**config.mk**
```make
export PLATFORM = sky130hd
export DESIGN_NAME = frame_scanner
export DESIGN_NICKNAME = d
export VERILOG_FILES = /design/src/cnn_pkg.sv /design/src/frame_scanner.sv
export SDC_FILE = /design/constraint.sdc
export NUM_CORES = 1
export LEC_CHECK = 0
export BUFFER_PORTS_ARGS = -buffer_cell sky130_fd_sc_hd__buf_2
export CAP_MARGIN = 0
export CORE_UTILIZATION = 25
export DETAILED_ROUTE_END_ITERATION = 10
export GPL_ROUTABILITY_DRIVEN = 1
export PLACE_DENSITY = 0.46
export SKIP_LAST_GASP = 1
export SYNTH_ARGS = -nofsm -noshare
export SYNTH_HDL_FRONTEND = slang
export SYNTH_SLANG_ARGS = --single-unit
export TNS_END_PERCENT = 100
```
**constraint.sdc**
```tcl
create_clock -name HCLK -period 4.28 [get_ports HCLK]
set_input_delay 0 -clock HCLK [delete_from_list [all_inputs] [get_ports HCLK]]
set_output_delay 0 -clock HCLK [all_outputs]
set_load 0.02 [all_outputs]
```
**src/cnn_pkg.sv**
```systemverilog
package cnn_pkg;

	// --------------------------------------------------------------------
	// Sizes
	// --------------------------------------------------------------------
	localparam int PIX_BITS      = 8;
	localparam int WGT_BITS      = 8;			// Signed kernel weight
	localparam int W_SIZE        = 12;			// Up to 4K lines
	localparam int W_DELAY       = 12;
	localparam int N_TAPS        = 9;			// 3x3 window
	localparam int N_KERN        = 4;			// Output channels in parallel
	localparam int PARAM_BITS    = 16;			// Scale and bias
	localparam int ACC_BITS      = 20;			// 9 x (u8 * s8) with sign
	localparam int AHB_ADDR_BITS = 32;
	localparam int AHB_DATA_BITS = 32;

	// Address map
	localparam int REG_IDX_LSB   = 2;			// Word aligned registers
	localparam int IMG_SEL_BIT   = 12;			// Image buffer window
	localparam int REG_IDX_BITS  = IMG_SEL_BIT - REG_IDX_LSB;

	localparam logic HRESP_OKAY  = 1'b0;

	// --------------------------------------------------------------------
	// Enums
	// --------------------------------------------------------------------
	typedef enum logic [REG_IDX_BITS-1:0] {
		REG_WIDTH_HEIGHT,	// 0
		REG_DELAYS,			// 1
		REG_LAYER_CFG,		// 2
		REG_START,			// 3
		REG_DONE			// 4
	} reg_idx_e;

	typedef enum logic [1:0] {IDLE, BUSY, NONSEQ, SEQ} htrans_e;

	typedef enum logic {ACT_RELU, ACT_LINEAR} act_type_e;

	typedef enum logic [1:0] {SCAN_IDLE, SCAN_STARTUP, SCAN_ROW, SCAN_HSYNC} scan_state_e;

	// --------------------------------------------------------------------
	// Structs
	// --------------------------------------------------------------------
	typedef struct packed {
		logic [W_SIZE-1:0]  width;
		logic [W_SIZE-1:0]  height;
		logic [W_DELAY-1:0] start_up_delay;
		logic [W_DELAY-1:0] hsync_delay;
	} frame_cfg_t;

	typedef struct packed {
		act_type_e act_type;
		logic [4:0] bias_shift;		// Applied after scaling
		logic [2:0] act_shift;		// Applied after bias
	} layer_cfg_t;

	typedef struct packed {
		logic [W_SIZE-1:0] row;
		logic [W_SIZE-1:0] col;
		logic              valid;
	} scan_pos_t;

	// Tap 0 top-left, row-major
	typedef struct packed {
		logic [N_TAPS-1:0][PIX_BITS-1:0] tap;
	} window_t;

	// First layer channels 0..3
	localparam logic signed [WGT_BITS-1:0] KERN_WEIGHTS [N_KERN][N_TAPS] = '{
		'{-8'sd114, -8'sd105, -8'sd41,  8'sd127, -8'sd93, -8'sd51, -8'sd27, -8'sd1,   8'sd113},
		'{ 8'sd69,  -8'sd75,  -8'sd47,  8'sd19, -8'sd128,  8'sd95, -8'sd35,  8'sd121, 8'sd8},
		'{ 8'sd13,  -8'sd12,  -8'sd1,  -8'sd15,  8'sd127, -8'sd16, -8'sd4,  -8'sd19,  8'sd1},
		'{ 8'sd69,  -8'sd121, -8'sd21, -8'sd128, 8'sd32,   8'sd90,  8'sd48,  8'sd52, -8'sd45}
	};

	localparam logic [PARAM_BITS-1:0] KERN_SCALE [N_KERN] = '{16'd95, 16'd103, 16'd364, 16'd170};

	localparam logic signed [PARAM_BITS-1:0] KERN_BIAS [N_KERN] = '{
		-16'sd18620, 16'sd8066, 16'sd370, -16'sd506
	};

endpackage

```
**src/frame_scanner.sv**
```systemverilog
`timescale 1ns/1ps

module frame_scanner
	import cnn_pkg::*;
(
	input  logic       HCLK,
	input  logic       HRESETn,
	input  frame_cfg_t frame_cfg_i,
	input  logic       start_i,
	output scan_pos_t  pos_o,
	output logic       frame_end_o
);
	scan_state_e        state;
	logic [W_DELAY-1:0] dly_cnt;		// Shared by start-up and hsync
	logic [W_DELAY-1:0] dly_lim;
	logic [W_SIZE-1:0]  row;
	logic [W_SIZE-1:0]  col;
	logic               last_col;
	logic               last_row;
	logic               dly_done;

	assign last_col = (col == frame_cfg_i.width - 1'b1);
	assign last_row = (row == frame_cfg_i.height - 1'b1);
	assign dly_lim  = (state == SCAN_HSYNC) ? frame_cfg_i.hsync_delay
											 : frame_cfg_i.start_up_delay;
	assign dly_done = (dly_cnt == dly_lim - 1'b1);

	always_ff @(posedge HCLK or negedge HRESETn) begin
		if (!HRESETn) begin
			state   <= SCAN_IDLE;
			dly_cnt <= '0;
			row     <= '0;
			col     <= '0;
		end else begin
			case (state)
				SCAN_IDLE: begin
					if (start_i) begin
						row     <= '0;
						col     <= '0;
						dly_cnt <= '0;
						// Zero delay skips straight to the first row
						state   <= (frame_cfg_i.start_up_delay == '0) ? SCAN_ROW : SCAN_STARTUP;
					end
				end
				SCAN_STARTUP, SCAN_HSYNC: begin
					dly_cnt <= dly_cnt + 1'b1;
					if (dly_done) begin
						dly_cnt <= '0;
						state   <= SCAN_ROW;
					end
				end
				SCAN_ROW: begin
					if (last_col) begin
						col <= '0;
						if (last_row) begin
							state <= SCAN_IDLE;		// Frame complete
						end else begin
							row   <= row + 1'b1;
							state <= (frame_cfg_i.hsync_delay == '0) ? SCAN_ROW : SCAN_HSYNC;
						end
					end else begin
						col <= col + 1'b1;
					end
				end
				default: state <= SCAN_IDLE;
			endcase
		end
	end

	assign pos_o.row   = row;
	assign pos_o.col   = col;
	assign pos_o.valid = (state == SCAN_ROW);			// One position per cycle
	assign frame_end_o = pos_o.valid && last_col && last_row;

endmodule

```
==> metrics.csv <==
metric,value,unit
n_antenna_cell,0,
vias,3450,
ys_seq_area_share,27.0,%
io_pins,77,
clk_path_buf_depth,2,
htree_levels,2,
async_flop_share,100,%
relSlewSlack,23.1,%
synth_area,0.00352,mm2
dpl_cell_area,0.00405,mm2
r2r_cells,12,
setup_viol,0,
ys_types,67,
place.detailed.hpwl,7460,um
critical_path_peak_fanout,18,
grt_max_degree,39,
cts.repair.resized,0,
die_w,121,um
r2r_slack,570,ps
startpoint_type,register,
crit_type,register to register,
rows,43,
p_per_area,343,mW/mm2
totalWireLength,9540,um
post-route-util,30.8,%
fin_cells,666,
nets,542,
worstReg2RegEnd,dly_cnt[10]$_DFFE_PN0P_,
clk_latency,280,ps
cts.sinks,38,
viasPerCell,5.18,
synth-simple-area-share,29.9,%
synth-adder-area-share,2.13,%
start_util,25.5,%
clockRootBuffer,clkbuf_16,
grt_pass1_wl,15300,um
grt_use_total,13.0,%
run_status,finished clean,
met1_usage,17.0,%
synth_nets,473,
endpoint_kind,register,
grt_use_met3,1.89,%
p_leak,1.81,nW
hp-class,input pin to register,
synth_top_family_by_area,simple AND/OR/NAND/NOR gates,
antenna_found_initial,0,
grt_pass1_vias,3102,
synthCells,416,
rr_startpoint,state[1]$_DFFE_PN0P_,
synth.area.mux_share,4.01,%
max-vdd-ir-drop,215,uV
grt.busiest_layer,met2,
crit_required,4400,ps
port_buffers,76,
crit_arrival,3830,ps
whs_endpoint,state[1]$_DFFE_PN0P_,
fin_setup_tns,0,ps
design_area,0.00426,mm2
die_y,121,um
wl_per_cell,14.3,um
fill_cells,1455,
path_clk_slew,60,ps
yosysWarningCount,0,
die-area,0.0146,mm2
hold_viol_final,0,
area_delta_synth_final,20.9,%
overflow,0,
max_cap_violations,0,
synth_flop_cell,dfrtp_1,
yosys.area_share.xor_xnor,12.2,%
cts_tree,built,
gp_congestion,0.879,
core-area,0.0138,mm2
synth_compound_area_share,20.9,%
drt_pass1_iterations,4,
ant_nets,0,
drive_above_1_share,20.2,%
drv_slew,0,
min_path_cells,4,
synth_edf_count,0,
initialDrtViolationCount,199,
gr-usage-met2,22.2,%
cts_buffers,5,
grt_setup_unrepaired,no,
drc,0,
worstMarginPinSlew,1140,ps
worstHoldStart,start_i,
dp_cells,657,
avgSynthCellArea,8.47,um2
ys_ff_latch,38,
skew,5.99,ps
fmax,269,MHz
min_period_over_period,86.7,%
min_period,3710,ps
-- synth_stat cells, drive strengths merged, types with 5 or more instances --
cell type / n / area, um2
clkbuf: 7 / 26.3
ha: 6 / 75.1
mux2i: 13 / 130
and3: 15 / 93.8
buf: 10 / 67.6
nand2: 25 / 93.8
nor3b: 5 / 37.5
xor2: 25 / 219
inv: 12 / 45.0
a21oi: 26 / 134
xnor2: 24 / 210
nand2b: 12 / 75.1
nand3: 19 / 95.1
a31oi: 11 / 68.8
nor2: 18 / 75.1
or4: 10 / 75.1
o21ai: 15 / 78.8
dfrtp: 38 / 951
nor3: 18 / 95.1
o31ai: 7 / 52.6
nand3b: 5 / 37.5
nand4: 8 / 50.1
or3: 10 / 67.6
nor2b: 7 / 43.8
a211oi: 7 / 57.6
nor4: 9 / 77.6
-- cells in the final DEF, fill, tap and decap left out, drive strengths merged, types with 3 or more instances in the layout --
cell type,instances
nor4,9
a22o,3
dfrtp,38
a211oi,7
nor3b,5
a21boi,3
nand2b,12
a211o,4
and2,3
ha,6
xor2,25
a21o,4
nor3,18
a21oi,26
inv,12
nand4b,3
mux2i,13
or3,10
nor2b,7
o211ai,3
nand4,8
nand2,25
o21a,4
nand3b,5
xnor2,24
and3,15
o31ai,7
or4,10
nand3,19
nor2,18
a31oi,11
o21ai,15
buf,78
clkbuf,6
-- worst max path at each step --
stage	startpoint	end	slack [ps]	depth (start not counted)
after floorplan	state[0]$_DFFE_PN0P_	dly_cnt[1]$_DFFE_PN0P_	1210	12
after global placement	state[1]$_DFFE_PN0P_	dly_cnt[10]$_DFFE_PN0P_	760	12
after detailed placement	state[1]$_DFFE_PN0P_	dly_cnt[10]$_DFFE_PN0P_	620	12
after CTS	state[1]$_DFFE_PN0P_	dly_cnt[10]$_DFFE_PN0P_	600	12
after global routing	state[1]$_DFFE_PN0P_	dly_cnt[10]$_DFFE_PN0P_	190	12
final	state[1]$_DFFE_PN0P_	dly_cnt[10]$_DFFE_PN0P_	570	12
-- metal layers --
layer | routed length, um | vias to the layer above
li1 | - | 1711
met1 | 4450 | 1668
met2 | 4630 | 61
met3 | 320 | 10
met4 | 140 | 0
met5 | 0 | -
-- logic make-up after synthesis --
| group | Yosys count |
|---|---|
| mux | 14 |
| simple gates | 176 |
| buf+inv | 29 |
| compound gates | 104 |
| flops | 38 |
| xor+xnor | 49 |
| fa+ha+maj | 6 |
-- state kept, by name, indices dropped and copies added, names as in the netlist --
register  cells
col          12
dly_cnt      12
state         2
row          12
-- stage by stage --
stage	power, W	worst slack [ps]	hold WS [ps]
after floorplan	0.000817	1210	-296
after global placement	0.000968	759	189
after detailed placement	0.000976	622	195
after CTS	0.00148	601	121
after global routing	0.00155	190	143
final	0.00146	568	115
-- worst max-delay path, stage by stage, from the launching register on --
cell and delay [ps]:
dfrtp_1 320, buf_4 200, nand2_1 430, a21oi_1 390, ha_1 230, inv_1 50, a211oi_1 610, nand3_1 180
xnor2_1 240, o2111ai_1 140, a2111o_1 450, nor2_4 230, nor3_1 90
-- area by class of cell --
type                       count  area (um2)  area share (%)
tap                          180         225            5.29
inverter                      12        45.0            1.06
clock inverter                 2        60.1            1.41
clock buffer                   6         139            3.26
sequential                    38         951            22.3
multi-input combinational    349        2430            57.2
timing repair buffer          79         405            9.52
-- report_power, final --
group	internal [W]	switching (W)	leakage, nW
Combinational	0.000209	0.000255	1.25
Clock	0.000350	0.000147	0.0971
Sequential	0.000409	0.0000906	0.459
Total	0.000969	0.000492	1.81
-- what timing repair did --
item                                   in CTS  in global routing
endpoints found under the hold margin      38                  0
buffers inserted                            0                  0
hold buffers                                1                  0
(Power assumes the default switching activity.)
