==> src/cnn_pkg.sv <==
package cnn_pkg;

	// --------------------------------------------------------------------
	// Sizes
	// --------------------------------------------------------------------
	localparam int PIX_BITS      = 8;
	localparam int WGT_BITS      = 8;			// Signed kernel weight
	localparam int W_SIZE        = 12;			// Up to 4K lines
	localparam int W_DELAY       = 12;
	localparam int N_TAPS        = 9;			// 3x3 window
	localparam int N_KERN        = 4;			// Output channels in parallel
	localparam int PARAM_BITS    = 16;			// Scale and bias
	localparam int ACC_BITS      = 20;			// 9 x (u8 * s8) with sign
	localparam int AHB_ADDR_BITS = 32;
	localparam int AHB_DATA_BITS = 32;

	// Address map
	localparam int REG_IDX_LSB   = 2;			// Word aligned registers
	localparam int IMG_SEL_BIT   = 12;			// Image buffer window
	localparam int REG_IDX_BITS  = IMG_SEL_BIT - REG_IDX_LSB;

	localparam logic HRESP_OKAY  = 1'b0;

	// --------------------------------------------------------------------
	// Enums
	// --------------------------------------------------------------------
	typedef enum logic [REG_IDX_BITS-1:0] {
		REG_WIDTH_HEIGHT,	// 0
		REG_DELAYS,			// 1
		REG_LAYER_CFG,		// 2
		REG_START,			// 3
		REG_DONE			// 4
	} reg_idx_e;

	typedef enum logic [1:0] {IDLE, BUSY, NONSEQ, SEQ} htrans_e;

	typedef enum logic {ACT_RELU, ACT_LINEAR} act_type_e;

	typedef enum logic [1:0] {SCAN_IDLE, SCAN_STARTUP, SCAN_ROW, SCAN_HSYNC} scan_state_e;

	// --------------------------------------------------------------------
	// Structs
	// --------------------------------------------------------------------
	typedef struct packed {
		logic [W_SIZE-1:0]  width;
		logic [W_SIZE-1:0]  height;
		logic [W_DELAY-1:0] start_up_delay;
		logic [W_DELAY-1:0] hsync_delay;
	} frame_cfg_t;

	typedef struct packed {
		act_type_e act_type;
		logic [4:0] bias_shift;		// Applied after scaling
		logic [2:0] act_shift;		// Applied after bias
	} layer_cfg_t;

	typedef struct packed {
		logic [W_SIZE-1:0] row;
		logic [W_SIZE-1:0] col;
		logic              valid;
	} scan_pos_t;

	// Tap 0 top-left, row-major
	typedef struct packed {
		logic [N_TAPS-1:0][PIX_BITS-1:0] tap;
	} window_t;

	// First layer channels 0..3
	localparam logic signed [WGT_BITS-1:0] KERN_WEIGHTS [N_KERN][N_TAPS] = '{
		'{-8'sd114, -8'sd105, -8'sd41,  8'sd127, -8'sd93, -8'sd51, -8'sd27, -8'sd1,   8'sd113},
		'{ 8'sd69,  -8'sd75,  -8'sd47,  8'sd19, -8'sd128,  8'sd95, -8'sd35,  8'sd121, 8'sd8},
		'{ 8'sd13,  -8'sd12,  -8'sd1,  -8'sd15,  8'sd127, -8'sd16, -8'sd4,  -8'sd19,  8'sd1},
		'{ 8'sd69,  -8'sd121, -8'sd21, -8'sd128, 8'sd32,   8'sd90,  8'sd48,  8'sd52, -8'sd45}
	};

	localparam logic [PARAM_BITS-1:0] KERN_SCALE [N_KERN] = '{16'd95, 16'd103, 16'd364, 16'd170};

	localparam logic signed [PARAM_BITS-1:0] KERN_BIAS [N_KERN] = '{
		-16'sd18620, 16'sd8066, 16'sd370, -16'sd506
	};

endpackage

==> src/ahb_cfg_regs.sv <==
`timescale 1ns/1ps

module ahb_cfg_regs
	import cnn_pkg::*;
#(
	parameter int IMG_ADDR_W     = 14,
	parameter int WIDTH          = 128,
	parameter int HEIGHT         = 128,
	parameter int START_UP_DELAY = 200,
	parameter int HSYNC_DELAY    = 160
) (
	input  logic                     HCLK,
	input  logic                     HRESETn,
	input  logic                     HSEL_i,
	input  logic                     HREADY_i,
	input  htrans_e                  HTRANS_i,
	input  logic [AHB_ADDR_BITS-1:0] HADDR_i,
	input  logic                     HWRITE_i,
	input  logic [AHB_DATA_BITS-1:0] HWDATA_i,
	input  logic                     frame_end_i,
	output logic [AHB_DATA_BITS-1:0] HRDATA_o,
	output logic                     HREADY_o,
	output logic                     HRESP_o,
	output frame_cfg_t               frame_cfg_o,
	output layer_cfg_t               layer_cfg_o,
	output logic                     start_o,
	output logic                     pix_we_o,
	output logic [IMG_ADDR_W-1:0]    pix_addr_o,
	output logic [PIX_BITS-1:0]      pix_data_o
);
	logic                  acc_take;		// Valid address phase
	logic                  wr_q;			// Write data phase pending
	logic                  img_sel_q;
	reg_idx_e              reg_idx_q;
	logic [IMG_ADDR_W-1:0] pix_addr_q;
	logic                  cfg_wr;
	logic                  start_wr;
	logic                  done_q;
	frame_cfg_t            cfg_q;
	layer_cfg_t            lyr_q;

	// --------------------------------------------------------------------
	// Address phase
	// --------------------------------------------------------------------
	assign acc_take = HSEL_i && HREADY_i && (HTRANS_i == NONSEQ || HTRANS_i == SEQ);

	always_ff @(posedge HCLK or negedge HRESETn) begin
		if (!HRESETn) begin
			wr_q      <= 1'b0;
			img_sel_q <= 1'b0;
			reg_idx_q <= REG_WIDTH_HEIGHT;
		end else if (acc_take) begin
			wr_q      <= HWRITE_i;
			img_sel_q <= HADDR_i[IMG_SEL_BIT];
			reg_idx_q <= reg_idx_e'(HADDR_i[IMG_SEL_BIT-1:REG_IDX_LSB]);
		end else begin
			wr_q <= 1'b0;					// Idle or busy beat
		end
	end

	always_ff @(posedge HCLK) begin
		if (acc_take) begin
			pix_addr_q <= HADDR_i[REG_IDX_LSB +: IMG_ADDR_W];	// Pixel index
		end
	end

	// --------------------------------------------------------------------
	// Data phase
	// --------------------------------------------------------------------
	assign cfg_wr   = wr_q && !img_sel_q;
	assign start_wr = cfg_wr && (reg_idx_q == REG_START) && HWDATA_i[0];

	always_ff @(posedge HCLK or negedge HRESETn) begin
		if (!HRESETn) begin
			cfg_q.width          <= W_SIZE'(WIDTH);
			cfg_q.height         <= W_SIZE'(HEIGHT);
			cfg_q.start_up_delay <= W_DELAY'(START_UP_DELAY);
			cfg_q.hsync_delay    <= W_DELAY'(HSYNC_DELAY);
			lyr_q.act_type       <= ACT_RELU;
			lyr_q.bias_shift     <= 5'd9;
			lyr_q.act_shift      <= 3'd7;
		end else if (cfg_wr) begin
			case (reg_idx_q)
				REG_WIDTH_HEIGHT: begin
					cfg_q.width  <= HWDATA_i[W_SIZE-1:0];
					cfg_q.height <= HWDATA_i[16 +: W_SIZE];
				end
				REG_DELAYS: begin
					cfg_q.start_up_delay <= HWDATA_i[W_DELAY-1:0];
					cfg_q.hsync_delay    <= HWDATA_i[W_DELAY +: W_DELAY];
				end
				REG_LAYER_CFG: begin
					lyr_q.act_type   <= act_type_e'(HWDATA_i[3]);
					lyr_q.bias_shift <= HWDATA_i[12:8];
					lyr_q.act_shift  <= HWDATA_i[15:13];
				end
				default: ;						// Start handled below
			endcase
		end
	end

	// Start pulse and done flag
	// Start wins over a coincident frame end
	always_ff @(posedge HCLK or negedge HRESETn) begin
		if (!HRESETn) begin
			start_o <= 1'b0;
			done_q  <= 1'b0;
		end else begin
			start_o <= start_wr;
			if (start_wr) begin
				done_q <= 1'b0;
			end else if (frame_end_i) begin
				done_q <= 1'b1;
			end
		end
	end

	// Read-back mux
	always_comb begin
		HRDATA_o = '0;
		if (!img_sel_q) begin
			case (reg_idx_q)
				REG_WIDTH_HEIGHT: HRDATA_o = {4'b0, cfg_q.height, 4'b0, cfg_q.width};
				REG_DELAYS:       HRDATA_o = {8'b0, cfg_q.hsync_delay, cfg_q.start_up_delay};
				REG_LAYER_CFG:    HRDATA_o = {16'b0, lyr_q.act_shift, lyr_q.bias_shift,
											  4'b0, lyr_q.act_type, 3'b0};
				REG_DONE:         HRDATA_o = {31'b0, done_q};
				default:          HRDATA_o = '0;
			endcase
		end
	end

	assign HREADY_o    = 1'b1;				// Zero wait states
	assign HRESP_o     = HRESP_OKAY;
	assign frame_cfg_o = cfg_q;
	assign layer_cfg_o = lyr_q;
	assign pix_we_o    = wr_q && img_sel_q;
	assign pix_addr_o  = pix_addr_q;
	assign pix_data_o  = HWDATA_i[PIX_BITS-1:0];

endmodule

==> config.mk <==
export PLATFORM = sky130hd
export DESIGN_NAME = ahb_cfg_regs
export DESIGN_NICKNAME = d
export VERILOG_FILES = /design/src/cnn_pkg.sv /design/src/ahb_cfg_regs.sv
export SDC_FILE = /design/constraint.sdc
export NUM_CORES = 1
export LEC_CHECK = 0
export BUFFER_PORTS_ARGS = -buffer_cell sky130_fd_sc_hd__clkbuf_2
export CAP_MARGIN = 30
export CORE_UTILIZATION = 47
export CTS_CLUSTER_SIZE = 12
export DETAILED_ROUTE_END_ITERATION = 8
export PLACE_DENSITY = 0.84
export SYNTH_ARGS = -nofsm -noshare
export SYNTH_HDL_FRONTEND = slang
export SYNTH_SLANG_ARGS = --single-unit
==> constraint.sdc <==
create_clock -name HCLK -period 2.5 [get_ports HCLK]
set_clock_uncertainty 0.15 [all_clocks]
set_input_delay 0.25 -clock HCLK [delete_from_list [all_inputs] [get_ports HCLK]]
set_output_delay 0.25 -clock HCLK [all_outputs]
set_load 0.02 [all_outputs]
==> summary.md <==
| Metric | Value |
|---|---|
| Status | completed |
| Peak Freq | 0.4293 GHz |
| RSZ-0062 raised after global routing | no |
| Clock root buffer master | clkbuf_8 |
| HPWL after detailed placement | 5.971 mm |
| Data required time of the critical path | approximately 2.1 ns |
| Share of the yosys chip area belonging to registers | 0.5631 |
| Transition time at the pin with the least slew margin | 0.7036 ns |
| Final net count | 532 |
| Post-route cell area | 5318 µm² |
| Crit path launch type | flop |
| Total leakage power | 2.698 nW |
| Tightest Hold Check Type | in2reg |
| First-pass iteration count of the detailed router | 5 |
| Final hold violation count | 0 |
| Setup Total Neg Slack | 0 ns |
| Vias in the first global route | 2,830 |
| Flip-flop and latch area | 2212 µm² |
| Max Buffers Root-to-Sink | 2 |
| Slowest cell delay on critical path | 0.41 ns |
| TritonCTS clock tree | built |
| Worst slew slack as a fraction of its limit | 0.5310 |
| DRC violation total after the first TritonRoute iteration | 80 |
| Total detailed-routing wirelength | 9.094 mm |
| Total DRC errors in the routed layout | 0 |
| Clk sink count | 85 |
| Weighted congestion reported at the end of routability-driven placement | 0.7545 |
| Critical path data arrival time | 1.93 ns |
| Clock transition at the register clock pins on the worst setup and hold paths after CTS | around 0.09 ns |
| Vias per cell | 4.912 |
| Worst-path fanout max | 6 |
| Site Rows | 32 |
| Number of clock buffers inserted by TritonCTS | 9 |
| Max H-tree Level | 3 |
| Total number of vias | 2,785 |
| Chip Width | 93.43 µm |
| Final worst-path cycle share | 0.9317 |
| Number of inserted filler cells in the final layout | 569 |
| Crit end category | output pin |
| Number of instances in the synthesized netlist | 266 |
| Maximum resistive drop on vdd | 0.2639 mV |
| Fraction of final layout cells with drive strength greater than 1 | 0.5935 |
| Placed Instance Area | 4787 µm² |
| Area occupied by multi-input gates | 1550 µm² |
| GRT Resource Usage Total | 0.2140 |
| Count of buffers from port buffering | 157 |
| Effective utilization at floorplan | 0.4981 |
| Core area | 7888 µm² |
| Wire per inst | about 16 µm |
| Initial antenna violation count | 0 |
| Post-Syn Area | 3929 µm² |
| Clock latency reported for the late side of the worst-skew pair | 0.35 ns |
| Power density relative to cell area | slightly below 600 nW/µm² |
| # diodes | 0 |
| Maximum number of pins on one net before global-route repair | 43 |
| Flop and latch count out of synthesis | 85 |
| Final number of setup-violating endpoints | 0 |
| Category of the critical setup timing path | reg2out |
| Cell breakdown of the critical path | nor4_4 > buf_4 > nand2_1 > nor4b_1 > clkbuf_2 |
| Layout-stage area growth over the synthesis result | 35.35% |
| Ports placed on the boundary | 187 |
| Number of pins exceeding their max-slew limit in the final report | 0 |
| Reg2Reg Setup Slack | 0.42 ns |
| Max-cap check violation count | 0 |
| Count of antenna-violating nets left after detailed routing | 0 |
| Post-synthesis average cell area | 14.77 µm² |
| Total Die Area | 8729 µm² |
| Slowest stage cell, crit path | dfrtp_1 |
| Chip height | 93.43 µm |
| Final critical delay including setup and external delays | between 2 and 2.5 ns |
| Yosys warning count | 0 |
| Wire length of the first global-routing pass | 14.31 mm |
| Number of distinct standard cells referenced by the synthesized netlist | 34 |
| Overflow left after global routing | 0 |
[final timing paths]
kind | from | end | depth (start not counted)
max in group asynchronous | HRESETn | layer_cfg_o[0] | 3
worst min register to register | frame_cfg_o[27] | frame_cfg_o[27] | 1
min in group asynchronous | HRESETn | reg_idx_q[9] | 2
worst max-delay path | reg_idx_q[7] | HRDATA_o[0] | 5
worst min-delay path | HWDATA_i[15] | frame_cfg_o[3] | 2
worst max register to register | reg_idx_q[0] | frame_cfg_o[24] | 5
[synth_stat cells]
cell type	count	area [µm²]
nand4_1	1	6.260
mux2_2	28	315.3
or2_2	5	31.28
buf_4	14	105.1
nand3b_1	1	7.510
nand3_1	1	5.000
nor3b_1	4	30.03
and4_1	1	8.760
inv_1	1	3.750
buf_6	4	45.04
nand4b_2	1	15.01
dfstp_2	12	315.3
a22oi_1	4	30.03
clkbuf_1	2	7.510
edfxtp_1	14	420.4
and2_1	2	12.51
a21oi_1	5	25.02
and3_1	1	6.260
nor2b_1	2	12.51
nand4_4	2	42.54
nor4_4	1	21.27
o21ai_0	1	5.000
dfrtp_1	59	1476
nor4b_1	1	8.760
nand2_1	7	26.28
buf_2	1	5.000
mux2_4	40	600.6
nor2_1	22	82.58
conb_1	2	7.510
buf_1	4	15.01
nor3_2	1	10.01
nor3b_2	1	12.51
mux2i_1	20	200.2
nand4_2	1	12.51
[worst max-delay path: cells and delay by family, from the launching register on]
| family | cells | cell delay (ns) |
|---|---|---|
| flip-flops | 1 | 0.41 |
| buffers and inverters | 2 | 0.45 |
| AND/OR/NAND/NOR | 3 | 0.72 |
[per-layer routing]
metal / track usage / routed length, µm
met1: 0.2722 / 3991
met2: 0.3805 / 4635
met3: 0.03089 / 415
met4: 0.05769 / 51
met5: 0 / 0
[state kept, by name, summed over array words and instances, names as in the netlist]
signal       flops
pix_addr_o      14
start_o          1
layer_cfg_o      9
done_q           1
img_sel_q        1
wr_q             1
reg_idx_q       10
frame_cfg_o     48
[area by class of cell]
cell class / count / area share
Clock inverter: 7 / 0.009176
Clock buffer: 9 / 0.02329
Inverter: 1 / 0.0007059
Sequential cell: 85 / 0.4160
Multi-Input combinational cell: 159 / 0.2915
Tap cell: 102 / 0.02400
Timing Repair Buffer: 204 / 0.2353
[per-stage QoR]
| step | hold WS, ns | setup WS, ns | cells | total power, mW | utilization |
|---|---|---|---|---|---|
| floorplan | -0.1956 | 0.3031 | 270 | 2.042 | - |
| global placement | 0.1630 | 0.3205 | 515 | 2.244 | 0.6069 |
| detailed placement | 0.1793 | 0.2951 | 515 | 2.267 | 0.6069 |
| CTS | 0.001045 | 0.1765 | 567 | 3.178 | 0.6742 |
| global route | 0.01177 | 0.008156 | 567 | 3.296 | 0.6742 |
| finish | 0.02094 | 0.1708 | 567 | 3.157 | 0.6742 |
[report_power, final]
part / switching [mW] / internal [mW] / total, mW
combinational: 0.336 / 0.318 / 0.654
clock: 0.503 / 0.363 / 0.866
sequential: 0.110 / 1.53 / 1.64
total: 0.949 / 2.21 / 3.16
[logic make-up after synthesis]
logic type	share of synthesized area
AOI/OAI and AO/OA	0.01528
buffers and inverters	0.04617
DFF	0.5631
muxes	0.2841
other	0.001912
and+or+nand+nor	0.08949
[placed cells by master, fill, tap and decap left out, types with 2 or more instances in the layout]
cell type / instances
a21oi_1: 5
a22oi_1: 4
and2_1: 2
buf_12: 2
buf_4: 10
clkbuf_2: 156
clkbuf_8: 9
clkinvlp_4: 3
conb_1: 6
dfrtp_1: 59
dfstp_2: 12
dlygate4sd3_1: 35
edfxtp_1: 14
inv_6: 2
mux2_2: 28
mux2_4: 40
mux2i_1: 20
nand2_1: 7
nand4_4: 2
nor2_1: 22
nor2b_1: 2
nor3b_1: 4
or2_2: 5
[timing repair]
item	in CTS	in global routing
buffers inserted	1	0
hold buffers	35	0
hold endpoints to repair	72	0
setup endpoints to repair	9	0
gates resized for setup	0	0
(Power assumes the default switching activity.)
