## config.mk

```make
export PLATFORM = sky130hd
export DESIGN_NAME = conv_kernel
export DESIGN_NICKNAME = d
export VERILOG_FILES = /design/src/cnn_pkg.sv /design/src/conv_kernel.sv
export SDC_FILE = /design/constraint.sdc
export NUM_CORES = 1
export LEC_CHECK = 0
export BUFFER_PORTS_ARGS = -buffer_cell sky130_fd_sc_hd__buf_2
export CAP_MARGIN = 30
export CELL_PAD_IN_SITES_DETAIL_PLACEMENT = 1
export CELL_PAD_IN_SITES_GLOBAL_PLACEMENT = 1
export CORE_ASPECT_RATIO = 0.5
export CORE_MARGIN = 1.5
export CORE_UTILIZATION = 43
export CTS_CLUSTER_SIZE = 20
export DETAILED_ROUTE_END_ITERATION = 7
export PLACE_DENSITY_LB_ADDON = 0.1
export SYNTH_ARGS = -nofsm -noshare
export SYNTH_HDL_FRONTEND = slang
export SYNTH_SLANG_ARGS = --single-unit
```

## constraint.sdc

```tcl
create_clock -name HCLK -period 8.01 [get_ports HCLK]
set_clock_uncertainty 0.2 [all_clocks]
set_input_delay 2.0025 -clock HCLK [delete_from_list [all_inputs] [get_ports HCLK]]
set_output_delay 2.0025 -clock HCLK [all_outputs]
set_load 0.005 [all_outputs]
```

## src/cnn_pkg.sv

```systemverilog
package cnn_pkg;

	// --------------------------------------------------------------------
	// Sizes
	// --------------------------------------------------------------------
	localparam int PIX_BITS      = 8;
	localparam int WGT_BITS      = 8;			// Signed kernel weight
	localparam int W_SIZE        = 12;			// Up to 4K lines
	localparam int W_DELAY       = 12;
	localparam int N_TAPS        = 9;			// 3x3 window
	localparam int N_KERN        = 4;			// Output channels in parallel
	localparam int PARAM_BITS    = 16;			// Scale and bias
	localparam int ACC_BITS      = 20;			// 9 x (u8 * s8) with sign
	localparam int AHB_ADDR_BITS = 32;
	localparam int AHB_DATA_BITS = 32;

	// Address map
	localparam int REG_IDX_LSB   = 2;			// Word aligned registers
	localparam int IMG_SEL_BIT   = 12;			// Image buffer window
	localparam int REG_IDX_BITS  = IMG_SEL_BIT - REG_IDX_LSB;

	localparam logic HRESP_OKAY  = 1'b0;

	// --------------------------------------------------------------------
	// Enums
	// --------------------------------------------------------------------
	typedef enum logic [REG_IDX_BITS-1:0] {
		REG_WIDTH_HEIGHT,	// 0
		REG_DELAYS,			// 1
		REG_LAYER_CFG,		// 2
		REG_START,			// 3
		REG_DONE			// 4
	} reg_idx_e;

	typedef enum logic [1:0] {IDLE, BUSY, NONSEQ, SEQ} htrans_e;

	typedef enum logic {ACT_RELU, ACT_LINEAR} act_type_e;

	typedef enum logic [1:0] {SCAN_IDLE, SCAN_STARTUP, SCAN_ROW, SCAN_HSYNC} scan_state_e;

	// --------------------------------------------------------------------
	// Structs
	// --------------------------------------------------------------------
	typedef struct packed {
		logic [W_SIZE-1:0]  width;
		logic [W_SIZE-1:0]  height;
		logic [W_DELAY-1:0] start_up_delay;
		logic [W_DELAY-1:0] hsync_delay;
	} frame_cfg_t;

	typedef struct packed {
		act_type_e act_type;
		logic [4:0] bias_shift;		// Applied after scaling
		logic [2:0] act_shift;		// Applied after bias
	} layer_cfg_t;

	typedef struct packed {
		logic [W_SIZE-1:0] row;
		logic [W_SIZE-1:0] col;
		logic              valid;
	} scan_pos_t;

	// Tap 0 top-left, row-major
	typedef struct packed {
		logic [N_TAPS-1:0][PIX_BITS-1:0] tap;
	} window_t;

	// First layer channels 0..3
	localparam logic signed [WGT_BITS-1:0] KERN_WEIGHTS [N_KERN][N_TAPS] = '{
		'{-8'sd114, -8'sd105, -8'sd41,  8'sd127, -8'sd93, -8'sd51, -8'sd27, -8'sd1,   8'sd113},
		'{ 8'sd69,  -8'sd75,  -8'sd47,  8'sd19, -8'sd128,  8'sd95, -8'sd35,  8'sd121, 8'sd8},
		'{ 8'sd13,  -8'sd12,  -8'sd1,  -8'sd15,  8'sd127, -8'sd16, -8'sd4,  -8'sd19,  8'sd1},
		'{ 8'sd69,  -8'sd121, -8'sd21, -8'sd128, 8'sd32,   8'sd90,  8'sd48,  8'sd52, -8'sd45}
	};

	localparam logic [PARAM_BITS-1:0] KERN_SCALE [N_KERN] = '{16'd95, 16'd103, 16'd364, 16'd170};

	localparam logic signed [PARAM_BITS-1:0] KERN_BIAS [N_KERN] = '{
		-16'sd18620, 16'sd8066, 16'sd370, -16'sd506
	};

endpackage

```

## src/conv_kernel.sv

```systemverilog
`timescale 1ns/1ps

module conv_kernel
	import cnn_pkg::*;
#(
	parameter int KERN_IDX = 0
) (
	input  logic                HCLK,
	input  logic                HRESETn,
	input  layer_cfg_t          layer_cfg_i,
	input  window_t             win_i,
	input  logic                valid_i,
	output logic [PIX_BITS-1:0] pix_o,
	output logic                valid_o
);
	localparam int PROD_BITS = PIX_BITS + 1 + WGT_BITS;		// Unsigned pixel as signed
	localparam int POST_BITS = ACC_BITS + PARAM_BITS + 2;	// Scale product plus bias

	logic signed [PROD_BITS-1:0] prod_q [N_TAPS];
	logic signed [ACC_BITS-1:0]  sum_d;
	logic signed [ACC_BITS-1:0]  sum_q;
	logic signed [POST_BITS-1:0] scaled;
	logic signed [POST_BITS-1:0] shifted;
	logic signed [POST_BITS-1:0] biased;
	logic signed [POST_BITS-1:0] act;
	logic [PIX_BITS-1:0]         clip;
	logic [1:0]                  vld_q;		// Stage 1 and 2 valids

	// --------------------------------------------------------------------
	// Stage 1 products, stage 2 tap sum
	// --------------------------------------------------------------------
	always_ff @(posedge HCLK) begin
		for (int i = 0; i < N_TAPS; i++) begin
			prod_q[i] <= $signed({1'b0, win_i.tap[i]}) * KERN_WEIGHTS[KERN_IDX][i];
		end
	end

	always_comb begin
		sum_d = '0;
		for (int i = 0; i < N_TAPS; i++) begin
			sum_d = sum_d + prod_q[i];
		end
	end

	always_ff @(posedge HCLK) begin
		sum_q <= sum_d;
	end

	// --------------------------------------------------------------------
	// Stage 3 scale, bias, activation
	// --------------------------------------------------------------------
	always_comb begin
		scaled  = sum_q * $signed({1'b0, KERN_SCALE[KERN_IDX]});
		shifted = scaled >>> layer_cfg_i.bias_shift;
		biased  = shifted + KERN_BIAS[KERN_IDX];
		act     = biased >>> layer_cfg_i.act_shift;
		if (layer_cfg_i.act_type == ACT_RELU) begin
			if (act < 0)           clip = '0;
			else if (act > 255)    clip = 8'hFF;
			else                   clip = act[PIX_BITS-1:0];
		end else begin
			if (act < -128)        clip = 8'h80;		// Two's complement limits
			else if (act > 127)    clip = 8'h7F;
			else                   clip = act[PIX_BITS-1:0];
		end
	end

	always_ff @(posedge HCLK) begin
		pix_o <= clip;
	end

	always_ff @(posedge HCLK or negedge HRESETn) begin
		if (!HRESETn) begin
			vld_q   <= '0;
			valid_o <= 1'b0;
		end else begin
			vld_q   <= {vld_q[0], valid_i};
			valid_o <= vld_q[1];
		end
	end

endmodule

```

==> metrics, run 1 <==
CTS root buf clkbuf_16; Worst path slowest cell or4_4; Max-Cap Viols 0; H-tree depth 4; Crit. End Element flop; pre-CTS WS -0.454 ns; Via Count approximately 21000; final net count approximately 3900; largest net degree at the start of global routing 47; die area between 50000 and 60000 µm²; #FFs+latches synth 173; initial antenna violation count 1; IO Pins between 90 and 100; Wirelength per Cell 20.1 µm; fillers around 6600; post-synthesis area per instance about 9.4 µm²; syn nets roughly 3400; RR Startpoint sum_q[5]; Chip Height about 170 µm; initial core utilization about 44%; routability cong. about 0.95; dpl hpwl 65400 µm; Die X roughly 340 µm; Period Utilization, post-route 102%; crit path DAT 8.31 ns; fin cells between 3000 and 4000; CTS Sinks roughly 170; Worst Hold Class flop to flop; DRT iter0 DRCs 953; EDFF count, synth 0; Ys Warns 0; crit path kind flop to flop; Slew @ Worst Pin slightly above 1 ns; synthesized area 25000 µm²; DR DRC count 0; critical path's largest stage delay 0.56 ns; post-route ant nets 0; Core Rows 62; fmax ~120 MHz; first drt pass iteration count 5; CP max FO 7; vias per cell approximately 5.4; first-pass GRT wire length 126000 µm; WP data required 8.16 ns; CTS tree done; CTS clock-pin slew for the worst setup and hold paths ~0.07 ns; total negative slack -0.885 ns; Clock Path Buffers 2; area grow syn2layout 23.7%; failing checks negative setup slack; status finished, violations left; Inst Count DP between 3000 and 4000; Crit. Startpoint sum_q[5]; Seq/Total Area, Yosys between 10% and 20%; worst hold start vld_q[0]; CTS Buf Count 17; Critical Path Start Type flop; RSZ-0062 raised after global routing true; Main synth FF type dfxtp_1; Final Hold Fails 0; Final WS setup -0.150 ns; slew margin rel. 31.0%; Worst R2R Setup Slack -0.15 ns; fin. max-slew vios 0; ant diodes 0; ys async rst share between 1.5 and 2%; crit path time final between 8 and 9 ns; post-synth top area share a little under a quarter; GRT Overall Usage around 27%; Min Hold Slack roughly 0.15 ns; endpoints failing setup 8; Core ar. between 50000 and 60000 µm²; Port Buffers just over 90; layout cell share with drive strength beyond 1 approximately 26%; Distinct cells, synth approximately 120; Mapped Cells approximately 2700; synth top area cells fa_1 (23%), ha_1 (20%), dfxtp_1 (14%); grt total ovfl 0; vias in the first global route roughly 23000; Total Wirelength roughly 78000 µm; post-synth top area cell fa_1; Clk Latency, worst-skew pair about 0.45 ns
-- area by class of cell --
class / count / area [µm²] / area share (%)
Sequential cell: 173 / 3520 / 11.4
Timing Repair Buffer: 492 / 3610 / 11.7
Clock inverter: 15 / 189 / 0.611
Tap cell: 768 / 961 / 3.11
Inverter: 491 / 1840 / 5.96
Clock buffer: 17 / 425 / 1.38
Multi-Input combinational cell: 1926 / 20400 / 65.9
-- through the flow --
stage / cell area [µm²] / util, %
2_1_floorplan: 25000 / -
3_3_place_gp: 28700 / 50.0
3_5_place_dp: 28700 / 50.0
4_1_cts: 30500 / 53.2
5_1_grt: 30900 / 53.8
6_report: 30900 / 53.8
-- cells in the mapped netlist (7+ instances only) --
library cell,count
a2111oi_0,7
a211o_1,11
a211oi_1,24
a21o_1,30
a21oi_1,144
a21oi_2,11
a221oi_1,12
a22oi_1,13
a31oi_1,7
and2_1,12
and3_1,11
buf_1,7
buf_2,23
clkbuf_1,35
dfxtp_1,170
fa_1,285
ha_1,404
inv_1,486
mux2_2,8
mux2i_1,26
mux4_2,10
nand2_1,119
nand2b_1,9
nand3_1,27
nand4_1,17
nor2_1,129
nor3_1,54
nor4_1,19
o211a_1,7
o211ai_1,14
o21a_1,18
o21ai_0,66
o21ai_1,15
o21bai_1,57
o22ai_1,8
or2_2,13
or3_1,12
or4_1,7
xnor2_1,103
xor2_1,33
-- repair_timing --
action	CTS	global route
setup buffers	42	15
hold buffers	0	0
gates resized for setup	187	59
setup endpoints to repair	8	8
pin swaps	62	38
endpoints found under the hold margin	0	0
-- logic make-up (layout without fill, tap and decap cells) --
logic type                 Yosys count  count (layout)  share of synthesized area [%]
xor gates and xnor gates           140             140                           5.07
buffers and inverters              562            1015                           8.68
adders and majority gates          689             689                           43.1
muxes                               47              47                           2.53
and+or+nand+nor                    473             473                           9.48
AOI/OAI and AO/OA                  577             577                           17.3
DFF                                173             173                           13.9
-- layer usage --
| metal | routed length (µm) | track usage, % | up-vias |
|---|---|---|---|
| met5 | 0 | 0 | - |
| met4 | 1560 | 5.72 | 0 |
| met3 | 2080 | 2.19 | 109 |
| met2 | 39500 | 48.1 | 314 |
| met1 | 34900 | 35.2 | 10578 |
| li1 | - | - | 9969 |
-- cell usage in the layout, fill, tap and decap left out, types with 21 or more instances in the layout --
master	synthesis	layout
inv_1	486	477
ha_1	404	389
buf_4	4	373
fa_1	285	277
dfxtp_1	170	151
a21oi_1	144	132
nor2_1	129	127
nand2_1	119	115
xnor2_1	103	99
buf_2	23	92
o21ai_0	66	60
o21bai_1	57	57
nor3_1	54	48
xor2_1	33	31
a21o_1	30	30
nand3_1	27	24
mux2i_1	26	23
buf_6	2	21
-- critical path: cells and delay by family (launching register included) --
| kind | cells | cell delay (ns) |
|---|---|---|
| AOI/OAI and AO/OA | 11 | 2.20 |
| adders and majority gates | 5 | 2.07 |
| buffers and inverters | 8 | 1.05 |
| DFF | 1 | 0.37 |
| and+or+nand+nor | 7 | 2.15 |
-- state kept, by name (all words and copies together), names as in the netlist --
signal	cells
prod_q	142
sum_q	20
pix_o	8
vld_q	2
valid_o	1
-- worst paths after layout --
check / endpoint / cells after the start
worst max-delay path: pix_o[6] / 31
worst min-delay path: vld_q[1] / 0
worst max register to register: pix_o[6] / 31
worst min register to register: vld_q[1] / 0
max in group asynchronous: vld_q[1] / 1
min in group asynchronous: valid_o / 1
Power of run 1 is not shown: default switching activity piles up to over one toggle a cycle in this logic, so the estimate is an artifact.
==> inputs of run 2 (changes only) <==
- CORE_UTILIZATION: 43 -> 46
- GPL_TIMING_DRIVEN: not set -> 1
==> metrics, run 2 (same netlist as run 1, synthesis figures left out) <==
slew margin rel. 38.1% (+7.1 points); H-tree depth 4 (unchanged); failing checks negative setup slack; CP max FO 7 (unchanged); largest net degree at the start of global routing 47 (unchanged); Period Utilization, post-route 101% (-1.3 points); Largest regs prod_q x142, sum_q x20, pix_o x8; Wirelength per Cell 20.7 µm (+2.8%); Inst Count DP 3725 (-1.8%); area grow syn2layout 22.6%; critical path's largest stage delay 0.55 ns (about the same); first-pass GRT wire length 125000 µm (-1.0%); fillers 6144 (-7.0%); vias in the first global route 22739 (-2.3%); initial antenna violation count 1 (unchanged); Biggest register prod_q; IO Pins 93 (unchanged); first drt pass iteration count 5 (unchanged); DP Area 28500 µm² (-0.63%); die area 55800 µm² (-6.4%); Slew @ Worst Pin 0.920 ns (-0.106 ns); CTS root buf clkbuf_16; WP data required 8.14 ns (-0.02 ns); Die X 333 µm (-3.3%); Port Buffers 92 (unchanged); CTS tree done; RSZ-0062 raised after global routing true; Final Hold Fails 0 (unchanged); routability cong. 0.976 (+3.2%); Worst path slowest cell fa_1; crit path DAT 8.19 ns (-0.12 ns); most frequent cells in the layout inv_1 (482), ha_1 (388), buf_4 (363); design area 30600 µm² (-0.87%); CTS Buf Count 17 (unchanged); GRT Overall Usage 28.5% (+1.6 points); crit path time final 8.06 ns (-0.102 ns); CTS Sinks 173 (unchanged); Min Hold Slack 0.152 ns (+0.00128 ns); Final WS setup -0.0473 ns (+0.102 ns); fmax 124 MHz (+1.3%); Max-Cap Viols 0 (unchanged); max reg flops 142 (unchanged); crit path kind flop to flop; Chip Height 168 µm (-3.3%); DR DRC count 0 (unchanged); Clk Latency, worst-skew pair 0.46 ns (about the same); Critical Path Start Type flop; ant diodes 0 (unchanged); endpoints failing setup 8 (unchanged); Core Rows 60 (-3.2%); vias per cell 5.53 (+2.4%); Core ar. 53700 µm² (-6.5%); initial core utilization 46.6% (+3.0 points); pre-CTS WS -0.419 ns (+0.0347 ns); Total Wirelength 78800 µm (+0.90%); Clock Path Buffers 2 (unchanged); grt total ovfl 0 (unchanged); fin cells 3812 (-1.8%); CTS clock-pin slew for the worst setup and hold paths 0.07 ns (about the same); Crit. End Element flop; Via Count 21080 (+0.52%); layout cell share with drive strength beyond 1 25.0% (-0.71 points); DRT iter0 DRCs 1090 (+14%); dpl hpwl 65100 µm (-0.38%); final net count 3859 (-0.39%); Critical Path Most Common Cell fa_1; post-route ant nets 0 (unchanged); Worst Hold Class flop to flop; commonest non-fill, non-tap cell in the layout inv_1; fin. max-slew vios 0 (unchanged); status finished, violations left
## run 2: cell count changes in the layout (fill, tap and decap cells not counted), moves of 4 or more
cell     change
buf_4       -10
buf_6        -6
inv_1        +5
inv_2        -5
a31oi_2      +4
o21ai_0      -4
## run 2: per-stage QoR
stage,TNS (ns),util (%)
after floorplan,0,-
after global routing,-2.59,57.1
final,-0.322,57.1
after detailed placement,-3.18,53.2
after global placement,-2.78,53.2
after CTS,0,55.6
## run 2: worst max-delay path: cells and delay by family, from the launching register on
kind	cells	cell delay, ns
AO/OA/AOI/OAI	11	2.46
adder cells (fa/ha/maj)	5	2.08
AND/OR/NAND/NOR	6	2.01
buffers and inverters	6	0.71
flip-flops	1	0.38
XOR/XNOR	1	0.08
## run 2: worst paths after layout
kind	startpoint	to	slack, ns	cells past startpoint
min reg2reg	vld_q[0]	vld_q[1]	0.15	0
max	sum_q[7]	pix_o[2]	-0.05	29
min in group asynchronous	HRESETn	vld_q[1]	1.13	1
max reg2reg	sum_q[7]	pix_o[2]	-0.05	29
max in group asynchronous	HRESETn	vld_q[0]	6.38	1
min	vld_q[0]	vld_q[1]	0.15	0
## run 2: layer usage
metal  up-vias  global-route usage [%]  routed length [µm]
met2       425                    50.9               39400
met3       127                    3.40                2650
met1     10585                    36.6               34800
met4         2                    7.22                1880
met5         -                       0                  13
li1       9941                       -                   -
## run 2: cell type report
cell class              instances  area (µm²)  area share, %
clock buffers                  17         425           1.39
inverters                     491        1840           6.01
repair buffers                476        3460           11.3
multi-input cells            1927       20300           66.3
flip-flops and latches        173        3520           11.5
clock inverters                15         181          0.592
well taps                     713         892           2.91
## run 2: what timing repair did
item | CTS | global route
pin swaps | 54 | 77
gates cloned | 1 | 0
gates resized for setup | 110 | 121
hold buffers | 0 | 0
buffers inserted | 21 | 33
setup endpoints to repair | 8 | 8
Power of run 2 is left out for the same reason.
